==> src/design/rob_settings.svh <==
`ifndef ROB_SETTINGS_SVH
`define ROB_SETTINGS_SVH

// Lanes in one dispatch group.
`define ROB_DISP_SIZE 2

// Entries in the buffer, one group per entry.
`define ROB_CMT_BLK_SIZE 8

// Done-report ports from the execution units.
`define ROB_CMT_BUS_SIZE 2

// Physical register id width.
`define ROB_RNID_W 6

// Program counter width.
`define ROB_PC_W 32

// Commit id width, log2 of the entry count.
`define ROB_CMT_ID_W 3

// Occupancy counter width, wide enough to hold the full count.
`define ROB_CNT_W (`ROB_CMT_ID_W + 1)

`endif

==> src/design/rob_pkg.sv <==
`include "rob_settings.svh"

package rob_pkg;

  // Commit id, equal to the entry index in the buffer.
  typedef logic [`ROB_CMT_ID_W-1:0] cmt_id_t;

  // Lane mask, one bit per dispatch lane.
  typedef logic [`ROB_DISP_SIZE-1:0] grp_id_t;

  // Physical register id.
  typedef logic [`ROB_RNID_W-1:0] rnid_t;

  // Program counter.
  typedef logic [`ROB_PC_W-1:0] pc_t;

  // One dispatch group as written into an entry.
  typedef struct packed {
    logic                            valid;
    pc_t                             pc_addr;
    grp_id_t                         grp_id;
    grp_id_t                         old_rd_valid;
    rnid_t [`ROB_DISP_SIZE-1:0]      old_rd_rnid;
  } disp_grp_t;

  // One completion report, grp_id holds a single lane.
  typedef struct packed {
    logic                            valid;
    cmt_id_t                         cmt_id;
    grp_id_t                         grp_id;
  } done_rpt_t;

  // Commit block presented for one cycle when the head is done.
  typedef struct packed {
    logic                            commit;
    cmt_id_t                         cmt_id;
    grp_id_t                         grp_id;
    pc_t                             pc_addr;
    grp_id_t                         free_valid;
    rnid_t [`ROB_DISP_SIZE-1:0]      free_rnid;
  } commit_blk_t;

endpackage

==> src/design/rob_alloc_ptr.sv <==
`timescale 1ns/1ns
`include "rob_settings.svh"

module rob_alloc_ptr (
  input  logic             i_clk,
  input  logic             i_rst,

  input  logic             i_in_vld,
  input  logic             i_out_vld,

  output rob_pkg::cmt_id_t o_in_ptr,
  output rob_pkg::cmt_id_t o_out_ptr,
  output logic             o_full
);

  rob_pkg::cmt_id_t        r_in_ptr;
  rob_pkg::cmt_id_t        r_out_ptr;
  logic [`ROB_CNT_W-1:0]   r_count;
  logic                    w_empty;

  // Wrap at the last entry, so the entry count need not be a power of two.
  function automatic rob_pkg::cmt_id_t ptr_inc(input rob_pkg::cmt_id_t ptr);
    if (ptr == rob_pkg::cmt_id_t'(`ROB_CMT_BLK_SIZE - 1)) begin
      return '0;
    end
    return ptr + 1'b1;
  endfunction

  always_ff @(posedge i_clk) begin
    if (i_rst) begin
      r_in_ptr  <= '0;
      r_out_ptr <= '0;
      r_count   <= '0;
    end else begin
      if (i_in_vld) begin
        r_in_ptr <= ptr_inc(r_in_ptr);
      end
      if (i_out_vld) begin
        r_out_ptr <= ptr_inc(r_out_ptr);
      end
      // Dispatch and retire in one cycle leave the count unchanged.
      case ({i_in_vld, i_out_vld})
        2'b10:   r_count <= r_count + 1'b1;
        2'b01:   r_count <= r_count - 1'b1;
        default: r_count <= r_count;
      endcase
    end
  end

  assign w_empty   = (r_count == '0);
  assign o_full    = (r_count == `ROB_CNT_W'(`ROB_CMT_BLK_SIZE));
  assign o_in_ptr  = r_in_ptr;
  assign o_out_ptr = r_out_ptr;

  // The dispatcher has to hold off while every entry is taken.
  a_no_disp_when_full : assert property (@(posedge i_clk) disable iff (i_rst)
    o_full |-> !i_in_vld);

  // Retire comes only from an occupied head entry.
  a_no_retire_when_empty : assert property (@(posedge i_clk) disable iff (i_rst)
    w_empty |-> !i_out_vld);

endmodule

==> src/design/rob_entry.sv <==
`timescale 1ns/1ns
`include "rob_settings.svh"

module rob_entry (
  input  logic                 i_clk,
  input  logic                 i_rst,

  // Index of this entry in the buffer.
  input  rob_pkg::cmt_id_t     i_cmt_id,

  input  logic                 i_load_valid,
  input  rob_pkg::disp_grp_t   i_load,

  input  rob_pkg::done_rpt_t   i_done_rpt [`ROB_CMT_BUS_SIZE],

  input  logic                 i_retire,

  output logic                 o_all_done,
  output rob_pkg::disp_grp_t   o_state
);

  logic                        r_valid;
  rob_pkg::grp_id_t            r_done;
  rob_pkg::disp_grp_t          r_grp;
  rob_pkg::grp_id_t            w_done_set;
  logic                        w_rpt_hit [`ROB_CMT_BUS_SIZE];

  // Match each report port against this entry.
  generate
    for (genvar p_idx = 0; p_idx < `ROB_CMT_BUS_SIZE; p_idx++) begin : rpt_loop
      assign w_rpt_hit[p_idx] = i_done_rpt[p_idx].valid &
                                (i_done_rpt[p_idx].cmt_id == i_cmt_id);

      // A completion must name a lane that was dispatched in this group.
      a_rpt_lane_in_grp : assert property (@(posedge i_clk) disable iff (i_rst)
        (r_valid && w_rpt_hit[p_idx]) |->
        ((i_done_rpt[p_idx].grp_id & ~r_grp.grp_id) == '0));
    end
  endgenerate

  // Lanes reported done this cycle over all ports.
  always_comb begin
    w_done_set = '0;
    for (int p = 0; p < `ROB_CMT_BUS_SIZE; p++) begin
      if (w_rpt_hit[p]) begin
        w_done_set = w_done_set | i_done_rpt[p].grp_id;
      end
    end
  end

  always_ff @(posedge i_clk) begin
    if (i_rst) begin
      r_valid <= 1'b0;
      r_done  <= '0;
    end else if (i_load_valid) begin
      r_valid <= 1'b1;
      r_done  <= '0;
    end else if (i_retire) begin
      r_valid <= 1'b0;
      r_done  <= '0;
    end else if (r_valid) begin
      r_done  <= r_done | w_done_set;
    end
  end

  // Group payload, only meaningful while r_valid is set.
  always_ff @(posedge i_clk) begin
    if (i_load_valid) begin
      r_grp <= i_load;
    end
  end

  // Done once every dispatched lane has reported.
  assign o_all_done = r_valid & ((r_done & r_grp.grp_id) == r_grp.grp_id);

  always_comb begin
    o_state       = r_grp;
    o_state.valid = r_valid;
  end

  // The tail never reaches an occupied entry.
  a_no_load_when_valid : assert property (@(posedge i_clk) disable iff (i_rst)
    i_load_valid |-> !r_valid);

endmodule

==> src/design/rob_commit_sel.sv <==
`timescale 1ns/1ns
`include "rob_settings.svh"

module rob_commit_sel (
  // Current head pointer.
  input  rob_pkg::cmt_id_t              i_head,

  input  logic [`ROB_CMT_BLK_SIZE-1:0]  i_all_done,
  input  rob_pkg::disp_grp_t            i_state [`ROB_CMT_BLK_SIZE],

  output logic                          o_retire_vld,
  output logic [`ROB_CMT_BLK_SIZE-1:0]  o_retire,

  output rob_pkg::commit_blk_t          o_commit
);

  rob_pkg::disp_grp_t                   w_head_state;
  logic                                 w_head_done;

  // Head entry view.
  assign w_head_state = i_state[i_head];
  assign w_head_done  = i_all_done[i_head];

  // Commit and retire follow the head directly, no register in between.
  assign o_retire_vld = w_head_done;

  always_comb begin
    o_retire = '0;
    for (int e = 0; e < `ROB_CMT_BLK_SIZE; e++) begin
      if (w_head_done && (i_head == rob_pkg::cmt_id_t'(e))) begin
        o_retire[e] = 1'b1;
      end
    end
  end

  // Build the commit block.
  always_comb begin
    o_commit            = '0;
    o_commit.commit     = w_head_done;
    o_commit.cmt_id     = i_head;
    o_commit.grp_id     = w_head_state.grp_id;
    o_commit.pc_addr    = w_head_state.pc_addr;
    // Only lanes in the group that overwrote a register may free one.
    o_commit.free_valid = w_head_state.old_rd_valid & w_head_state.grp_id;
    o_commit.free_rnid  = w_head_state.old_rd_rnid;
  end

endmodule

==> src/design/rob_top.sv <==
`timescale 1ns/1ns
`include "rob_settings.svh"

module rob_top (
  input  logic                  i_clk,
  input  logic                  i_rst,

  // Dispatch side.
  input  rob_pkg::disp_grp_t    i_disp,
  output rob_pkg::cmt_id_t      o_new_cmt_id,
  output logic                  o_full,

  // Completion reports from the execution units.
  input  rob_pkg::done_rpt_t    i_done_rpt [`ROB_CMT_BUS_SIZE],

  // Commit to the rename and free-list logic.
  output rob_pkg::commit_blk_t  o_commit
);

  rob_pkg::cmt_id_t             w_in_ptr;
  rob_pkg::cmt_id_t             w_out_ptr;
  logic                         w_retire_vld;
  logic [`ROB_CMT_BLK_SIZE-1:0] w_retire;
  logic [`ROB_CMT_BLK_SIZE-1:0] w_all_done;
  rob_pkg::disp_grp_t           w_state [`ROB_CMT_BLK_SIZE];

  rob_alloc_ptr u_ptr (
    .i_clk     (i_clk),
    .i_rst     (i_rst),
    .i_in_vld  (i_disp.valid),
    .i_out_vld (w_retire_vld),
    .o_in_ptr  (w_in_ptr),
    .o_out_ptr (w_out_ptr),
    .o_full    (o_full)
  );

  generate
    for (genvar c_idx = 0; c_idx < `ROB_CMT_BLK_SIZE; c_idx++) begin : entry_loop
      localparam rob_pkg::cmt_id_t entry_id = rob_pkg::cmt_id_t'(c_idx);

      logic w_load_valid;

      // Only the entry at the tail takes the group.
      assign w_load_valid = i_disp.valid & (w_in_ptr == entry_id);

      rob_entry u_entry (
        .i_clk        (i_clk),
        .i_rst        (i_rst),
        .i_cmt_id     (entry_id),
        .i_load_valid (w_load_valid),
        .i_load       (i_disp),
        .i_done_rpt   (i_done_rpt),
        .i_retire     (w_retire[c_idx]),
        .o_all_done   (w_all_done[c_idx]),
        .o_state      (w_state[c_idx])
      );
    end
  endgenerate

  rob_commit_sel u_commit_sel (
    .i_head       (w_out_ptr),
    .i_all_done   (w_all_done),
    .i_state      (w_state),
    .o_retire_vld (w_retire_vld),
    .o_retire     (w_retire),
    .o_commit     (o_commit)
  );

  assign o_new_cmt_id = w_in_ptr;

  // A commit always carries at least one lane.
  a_commit_has_lane : assert property (@(posedge i_clk) disable iff (i_rst)
    o_commit.commit |-> (o_commit.grp_id != '0));

endmodule

==> config.mk <==
export PLATFORM = sky130hd
export DESIGN_NAME = rob_top
export DESIGN_NICKNAME = d
export VERILOG_FILES = /design/src/design/rob_pkg.sv /design/src/design/rob_alloc_ptr.sv /design/src/design/rob_entry.sv /design/src/design/rob_commit_sel.sv /design/src/design/rob_top.sv
export VERILOG_INCLUDE_DIRS = /design/src /design/src/design
export SDC_FILE = /design/constraint.sdc
export NUM_CORES = 1
export LEC_CHECK = 0
export ABC_AREA = 1
export BUFFER_PORTS_ARGS = -buffer_cell sky130_fd_sc_hd__buf_4
export CAP_MARGIN = 20
export CORE_UTILIZATION = 52
export CTS_BUF_LIST = sky130_fd_sc_hd__clkbuf_4 sky130_fd_sc_hd__clkbuf_8
export DETAILED_ROUTE_END_ITERATION = 7
export PLACE_DENSITY = 0.72
export REMOVE_ABC_BUFFERS = 1
export SYNTH_ARGS = -nofsm -noshare
export SYNTH_HDL_FRONTEND = slang
export SYNTH_SLANG_ARGS = --single-unit
==> constraint.sdc <==
create_clock -name i_clk -period 7.4 [get_ports i_clk]
set_clock_uncertainty 0.1 [all_clocks]
set_input_delay 1.48 -clock i_clk [delete_from_list [all_inputs] [get_ports i_clk]]
set_output_delay 1.48 -clock i_clk [all_outputs]
set_load 0.03 [all_outputs]
* After elaboration in Yosys (flattened, before gate mapping) *
Cells that the tools add are included.

cells by class
  eq/ne operators = 39
  multiply operators = 0
  $add $sub $neg = 4
  div/mod/pow operators = 0
  bitwise logic cells = 58
  shift-type cells = 0
  muxes and demuxes = 56
  magnitude comparators = 2
  reductions and logical operators = 29

operators by type and width
  cell                                                                           count
  49-bit binary-select mux with 3-bit select                                     1
  48-bit 2-to-1 mux                                                              2
  3-bit == test (second input constant)                                          16
  1-bit AND                                                                      32
  2-bit 2-to-1 mux                                                               16
  2-bit OR                                                                       16
  1-bit 2-to-1 mux                                                               31
  3-bit by 2-bit == test with 1-bit output (second input constant)               8
  3-bit OR reduction                                                             8
  2-bit AND                                                                      9
  2-bit nonzero test                                                             9
  2-bit == test                                                                  8
  3-bit by 1-bit == test with 1-bit output (second input constant)               4
  3-bit zero test                                                                4
  3-bit 2-to-1 mux                                                               4
  1-bit logical AND                                                              8
  4-bit one-hot mux with 2 select lines                                          1
  3-bit by 1-bit adder with 3-bit output (second input constant)                 2
  4-bit by 1-bit adder with 4-bit output (second input constant)                 1
  4-bit == test (second input constant)                                          1
  4-bit greater-or-equal comparator (second input constant)                      1
  3-bit by 4-bit less-than comparator with 1-bit output (second input constant)  1
  3-bit NOT with 4-bit output                                                    1
  4-bit by 1-bit subtractor with 4-bit output (second input constant)            1
  other kinds (3)                                                                3

storage, ports and cells
  memory bits (read-only) = 0
  bits of input ports = 63
  flip-flop bits (word level) = 418
  latch bits = 0
  memories kept = 0
  output and inout port bits = 56
  memory bits (writable) = 0
  word-level logic and storage cells = 247

* Depth between registers and ports, before layout *
Gate-level depths: netlist of run 1.

  depth after elaboration = 9
  gate-level depth with buffers = 17
  mapped depth without buffers = 16

* Cells and area by module *
From an unflattened synthesis of run 1, not the netlist that was laid out.

second synthesis, totals
  cells, all modules = 1650
  area, all modules = 17589.4 µm²

by module, submodules not included
  module          area an instance (µm²)  seq. area each (µm²)  cells each  instances
  rob_entry       1724.2                  1501.4                101         8
  rob_commit_sel  3170.5                  0.0                   751         1
  rob_alloc_ptr   554.3                   200.2                 72          1
  rob_top         71.3                    0.0                   19          1

* Least setup slack after synthesis of run 1 *
OpenSTA, ideal clock, no wires.

  path type = in2reg
  start = input port i_disp[48] in the netlist's numbering
  end = register entry_loop[4].u_entry.r_done[0]
  setup slack = 2.843 ns
  library setup time = 0.115 ns
  required time = 7.185 ns
  path buffers = 1
  arrival time = 4.341 ns
  stages on the path = 6
  path through = clkbuf_1 nand2_1 nor2_1 inv_1 nand3_1 nor2_1

between the ends
  longest elaborated chain between the ends = 2

RTL lines
  element                                       line             RTL
  start: declaration                            rob_top.sv:9     input rob_pkg::disp_grp_t i_disp,
  1-bit AND                                     rob_top.sv:44    assign w_load_valid = i_disp.valid & (w_in_ptr == entry_id);
  named net entry_loop[4].u_entry.i_load_valid  rob_entry.sv:11  input logic i_load_valid,
  3-bit OR reduction (no source line)           --
  end signal: assignment                        rob_entry.sv:62  r_done <= r_done | w_done_set;
  end: declaration                              rob_entry.sv:23  rob_pkg::grp_id_t r_done;

The timed path passes the listed nets, and every way through them passes these cells.
A chain may end at the register's enable or synchronous reset.

==> reports/results.ini, run 1 <==
[global_routing]
grt_pass1_wl_mm = 57.8
gr-total-overflow = 0
first_global_vias = 10700
antenna_found_initial = 1
track_usage_pct = 22.6
grt_max_degree = 115

[setup_path]
slowest_delay_ns = 0.79
arrival_ns = 3.06
critPathLaunchType = flip-flop
crit_path_frequent_cell = buf_4
crit_type = reg -> out
r2r-start = u_ptr.o_out_ptr[0]
required_ns = 5.82
worstPathCellList = clkinv_2, buf_4, a31oi_1, buf_4
end_kind = output pin
critPathMaxFanout = 52
crit_path_start = u_ptr.o_out_ptr[2]
cp_slowest_cell = clkinv_2

[status]
status = completed

[cells_and_area]
n_antenna_cell = 0
drive_gt1_share_pct = 16.3
nFillCells = 2479
multi_input_area_mm2 = 0.00400
final_area_mm2 = 0.0193
postLayoutCoreUtil_pct = 60.9
final_nets = 1612
seqCellArea_mm2 = 0.0122
areaGrowthSynthToFinish_pct = 14.8

[place]
portBuffers = 118
place_ws_ns = 3.16
hpwl_mm = 19.5
gp_congestion = 0.823
post_dp_cell_area_mm2 = 0.0180

[drt]
drtIter0Drc = 1107
wl_per_cell_um = 18.7
finalWirelength_mm = 37.2
vias = 11100
avgViaCountPerCell = 5.57
ant_nets = 0
route.detailed.drc = 0
firstDrtPassIters = 7

[timing]
grt_setup_unrepaired = false
fmax_mhz = 215
finalSetupViolCount = 0
fin_crit_sh_pct = 62.7
hold_violations = 0
tightest_slew_ns = 0.978
slew_viol_final = 0
fin_crit_ns = 4.64
max_slew_margin_pct = 34.8
layout_setup_ws_ns = 2.76
fin_hold_ws_ns = 0.383

[synth]
yosys-top-cells-count = 384 x edfxtp_1, 370 x nor2_1, 193 x o21ai_0
ys_ff_latch = 418
syn_area_per_cell_um2 = 11.9
ys_types = 27
synth_seq_area_share_pct = 72.6
synth_top_flop_cell = edfxtp_1
synth.most_common_cell = edfxtp_1
ys_warn_count = 0
netlist_instances = 1410
yosysTopAreaCellShare_pct = 68.6
netlist_top_cells_area = edfxtp_1 69%, nor2_1 8.3%, o21ai_0 5.7%, dfxtp_1 4.0%, o22ai_1 1.9%
synthesis.area_mm2 = 0.0168
synth-async-reset-ratio_pct = 0
synth_enable_flop_cells = 384
synth.largest_area_cell = edfxtp_1

[clocking]
cts_made_buffers = 68
tritoncts = built
hold_buffers = 0
path_clk_slew_ns = 0.06
post_cts_buffers = 0
htreeDepth = 3
clkSinkCount = 418
clk_latency_ns = 0.58
cts_root_buffer = clkbuf_8
clk_path_buf_depth = 3
cts_resized = 0

[floorplan]
core_area_mm2 = 0.0317
die_y_um = 182
io_pins = 119
start_util_pct = 53.0
die_w_um = 182
design.die.area_mm2 = 0.0331
core.rowCount = 65

[flow_run]
cap_violations = 0

[pwr]
p_total_mw = 6.82
p_per_area_mw_per_mm2 = 353
peakVddDrop_mv = 0.277
power_leakage_nw = 6.85

[min_path]
min_path_type = reg -> reg
min_from = entry_loop[1].u_entry.r_done[0]

-- flip-flops by register name, summed over array words and instances, names as in the netlist --
register                    flops
u_ptr.o_in_ptr                  3
entry_loop.u_entry.r_done      16
u_ptr.o_out_ptr                 3
entry_loop.u_entry.o_state    384
entry_loop.u_entry.r_valid      8
u_ptr.r_count                   4
-- placed cells by master (no fill, tap or decap), drive strengths merged --
master and instances:
clkinv 16, nand3 36, o21ai 213, ha 15, o22ai 52, a31oi 44, nand4 6, nand2 74
a21oi 33, nor2 370, clkinvlp 3, a211oi 1, o221ai 1, dfxtp 34, clkbuf 98, nand3b 1
inv 64, xor2 1, nor4 1, buf 135, edfxtp 384, bufinv 1
-- where the power goes --
group          leakage [nW]  switching (mW)  internal (mW)
Sequential             3.77          0.0738           2.66
Clock                 0.691           0.879           1.06
Combinational          2.39            1.48          0.681
Total                  6.85            2.43           4.39
-- layout make-up --
type | instances | area share (%)
Clock buffer | 98 | 6.05
Clock inverter | 21 | 0.771
Inverter | 63 | 1.25
Multi-Input combinational cell | 848 | 20.7
Sequential cell | 418 | 63.3
Tap cell | 402 | 2.60
Timing Repair Buffer | 135 | 5.35
-- final timing paths --
check	cells after the start	to	slack, ns
max	4	o_commit[7]	2.76
min	2	entry_loop[1].u_entry.r_done[0]	0.38
max reg2reg	15	u_ptr.r_count[3]	3.94
min reg2reg	2	entry_loop[1].u_entry.r_done[0]	0.38
-- layer usage --
metal | GRT usage (%) | vias up | part of all wire [%]
li1 | - | 5279 | -
met1 | 31.7 | 5330 | 43
met2 | 35.9 | 401 | 47
met3 | 4.41 | 44 | 7.7
met4 | 7.03 | 2 | 1.5
met5 | 0 | - | 0.043
-- per-stage QoR --
stage	std cells	setup TNS, ns
after global routing	1985	0
after CTS	1984	0
after detailed placement	1865	0
after global placement	1865	0
final	1985	0
after floorplan	1329	-49.28
-- cells by family (layout without fill, tap and decap cells) --
kind of cell / after synthesis / in the layout / share of synthesized area, %
AND/OR/NAND/NOR: 488 / 488 / 11.3
flip-flops: 418 / 418 / 72.6
AO/OA/AOI/OAI: 344 / 344 / 11.0
buffers and inverters: 144 / 317 / 3.92
adder cells (fa/ha/maj): 15 / 15 / 1.12
XOR/XNOR: 1 / 1 / 0.0521
-- worst max-delay path: cells and delay by family (launching register included) --
family | cells | cell delay, ns
buf+inv | 3 | 1.59
flops | 1 | 0.59
compound gates | 1 | 0.32
Note: power is estimated with default switching activity, not from simulation.
==> run 2: changes to the inputs <==
Settings changed: ABC_AREA 1 to 0.
Clock period 7.4 ns to 4.4 ns, I/O delays scaled along.
==> run 2 against run 1 <==
  * Sequential power increased by 64%
  * Critical endpoint is now o_commit[8]
  * Final cell count shrank 24%
  * Critical path type unchanged
  * Synthesized cell count down 36%
  * Largest power group unchanged
  * Hold slack improved by 0.028 ns
  * Setup slack lost 2.2 ns
  * Total power rose by 19%
  * Critical path depth up 1
  * Global-route usage is 1.3 points lower
  * Sequential share of layout area rose by 0.82 points
  * Wire length decreased by 11%
  * First-iteration DRC count shrank 23%
==> reports/results.ini, run 2 <==
[status]
status = completed

[synth]
netlist_instances = 902  ; -36%
synth-async-reset-ratio_pct = 0  ; unchanged
ys_warn_count = 0  ; unchanged
synth-simple-area-share_pct = 5.72  ; -5.6 points
yosysTopAreaCellShare_pct = 70.0  ; +1.4 points
muxShareOfSynthArea_pct = 13.5  ; +14 points
synth_top_flop_cell = edfxtp_1
netlist_top_cells_area = edfxtp_1 70%, mux4_2 13%, dfxtp_1 4.1%, nand2_1 3.4%, ha_1 1.1%
yosys-top-cells-count = 384 x edfxtp_1, 150 x nand2_1, 97 x mux4_2
synth_xor_area_share_pct = 0.213  ; +0.16 points
syn_area_per_cell_um2 = 18.3  ; +53%
synth-compound-area-share_pct = 3.82  ; -7.2 points
synth_fa_ha_area_share_pct = 1.14  ; +0.023 points
synth_enable_flop_cells = 384  ; unchanged
ys_ff_latch = 418  ; unchanged
synth.largest_area_cell = edfxtp_1
synthesis.area_mm2 = 0.0165  ; -2.0%
synth_top_family_by_area = multiplexers
synth.most_common_cell = edfxtp_1
ys_types = 44  ; +63%
synth_seq_area_share_pct = 74.1  ; +1.5 points

[clocking]
tritoncts = built
htreeDepth = 3  ; unchanged
hold_buffers = 0  ; unchanged
clkSinkCount = 418  ; unchanged
cts_made_buffers = 66  ; -2.9%
path_clk_slew_ns = 0.06  ; about the same
clk_latency_ns = 0.58  ; about the same
clk_path_buf_depth = 3  ; unchanged
post_cts_buffers = 0  ; unchanged
cts_resized = 0  ; unchanged
cts_root_buffer = clkbuf_8

[drt]
route.detailed.drc = 0  ; unchanged
wl_per_cell_um = 22.2  ; +18%
finalWirelength_mm = 33.3  ; -11%
ant_nets = 0  ; unchanged
avgViaCountPerCell = 5.77  ; +3.5%
wl_met2_mm = 16.0  ; -9.4%
vias = 8654  ; -22%
firstDrtPassIters = 5  ; -2
drtIter0Drc = 856  ; -23%
wl_met1_mm = 14.4  ; -11%
routed-wl-met3_mm = 2.26  ; -21%
top_layer = met4

[setup_path]
required_ns = 3.42  ; -2.40 ns
cp_slowest_cell = dfxtp_4
arrival_ns = 2.88  ; -0.18 ns
worstPathCellList = buf_4, mux4_2, nand2_1, nand2_1, buf_4
critPathLaunchType = flip-flop
critPathMaxFanout = 35  ; -33%
slowest_delay_ns = 0.75  ; -0.04 ns
end_kind = output pin
crit_type = reg -> out

[global_routing]
antenna_found_initial = 0  ; -1
first_global_vias = 9045  ; -15%
grt_max_degree = 104  ; -9.6%
track_usage_pct = 21.2  ; -1.3 points
grt_pass1_wl_mm = 51.6  ; -11%
gr-total-overflow = 0  ; unchanged

[place]
hpwl_mm = 18.5  ; -4.8%
post_dp_cell_area_mm2 = 0.0178  ; -0.68%
gp_congestion = 0.846  ; +2.7%
portBuffers = 118  ; unchanged
place_ws_ns = 0.960  ; -2.20 ns
dp.cells = 1391  ; -25%

[timing]
fin_crit_ns = 3.86
finalSetupViolCount = 0  ; unchanged
max_slew_margin_pct = 33.5  ; -1.3 points
layout_setup_ws_ns = 0.535  ; -2.22 ns
fmax_mhz = 259
finalSetupTns_ns = 0  ; unchanged
hold_violations = 0  ; unchanged
grt_setup_unrepaired = false
fin_crit_sh_pct = 87.8
slew_viol_final = 0  ; unchanged
tightest_slew_ns = 0.997  ; +0.0195 ns

[cells_and_area]
postLayoutCoreUtil_pct = 61.7  ; +0.80 points
layout_common_cells = 384 x edfxtp_1, 150 x nand2_1, 130 x buf_4
fin_cells = 1501  ; -24%
drive_gt1_share_pct = 32.1  ; +16 points
areaGrowthSynthToFinish_pct = 15.7
final_area_mm2 = 0.0191  ; -1.3%
n_antenna_cell = 0  ; unchanged
layout_commonest_cell = edfxtp_1
final_nets = 1141  ; -29%
largest_reg_flops = 384  ; unchanged

[floorplan]
core_area_mm2 = 0.0309  ; -2.5%
die_y_um = 180  ; -1.0%
io_pins = 119  ; unchanged
die_w_um = 180  ; -1.0%
core.rowCount = 64  ; -1.5%
design.die.area_mm2 = 0.0324  ; -2.0%
start_util_pct = 53.3  ; +0.28 points

[pwr]
power_leakage_nw = 6.46  ; -5.7%
peakVddDrop_mv = 0.299  ; +7.9%
p_per_area_mw_per_mm2 = 424  ; +20%

[min_path]
min_path_type = reg -> reg

[flow_run]
cap_violations = 0  ; unchanged

[run 2: cell types whose count changed in the layout (fill, tap and decap cells not counted), moves of 27 or more]
cell,delta
nand3_1,-27
mux4_2,+97
o21ai_0,-192
nor2_1,-351
nand2_1,+77
a31oi_1,-43
inv_1,-46
o22ai_1,-36
[run 2: final timing paths]
check	start	endpoint	slack, ns	depth (start not counted)
hold reg to reg	u_ptr.r_count[3]	u_ptr.r_count[3]	0.41	2
setup reg to reg	u_ptr.o_out_ptr[0]	u_ptr.r_count[2]	1.00	11
hold / removal	u_ptr.r_count[3]	u_ptr.r_count[3]	0.41	2
setup / recovery	u_ptr.o_out_ptr[0]	o_commit[8]	0.54	5
[run 2: per-layer routing]
| metal | GRT usage, % | vias up |
|---|---|---|
| met5 | 0 | - |
| met4 | 6.80 | 0 |
| met3 | 4.73 | 62 |
| met2 | 34.4 | 295 |
| met1 | 29.0 | 4384 |
| li1 | - | 3913 |
[run 2: worst max-delay path: cells and delay by family (launching register included)]
family                 cells  cell delay [ns]
AND/OR/NAND/NOR            2             0.18
flip-flops                 1             0.75
multiplexers               1             0.59
buffers and inverters      2             0.77
[run 2: cells by family after synthesis]
logic type / after synthesis
DFF: 418
and+or+nand+nor: 216
muxes: 101
adders and majority gates: 15
xor gates and xnor gates: 4
buffers and inverters: 61
AOI/OAI and AO/OA: 87
[run 2: area by class of cell]
class | count | area, um2
sequential | 418 | 12200
tap | 396 | 495
multi-input combinational | 423 | 4020
clock inverter | 16 | 88.8
inverter | 22 | 90.1
clock buffer | 94 | 1130
timing repair buffer | 132 | 1020
fill | 2188 | 11800
[run 2: where the power goes]
| part | internal (mW) | total (mW) | leakage, nW | switching [mW] |
|---|---|---|---|---|
| sequential | 4.44 | 4.48 | 3.77 | 0.0390 |
| combinational | 0.231 | 0.563 | 2.05 | 0.332 |
| clock | 1.65 | 3.05 | 0.646 | 1.40 |
[run 2: per-stage QoR]
stage               power [mW]  hold slack [ns]
floorplan                 4.89            0.371
global placement          5.11            0.385
detailed placement        5.13            0.405
CTS                       8.17            0.409
global route              8.40            0.405
finish                    8.09            0.411
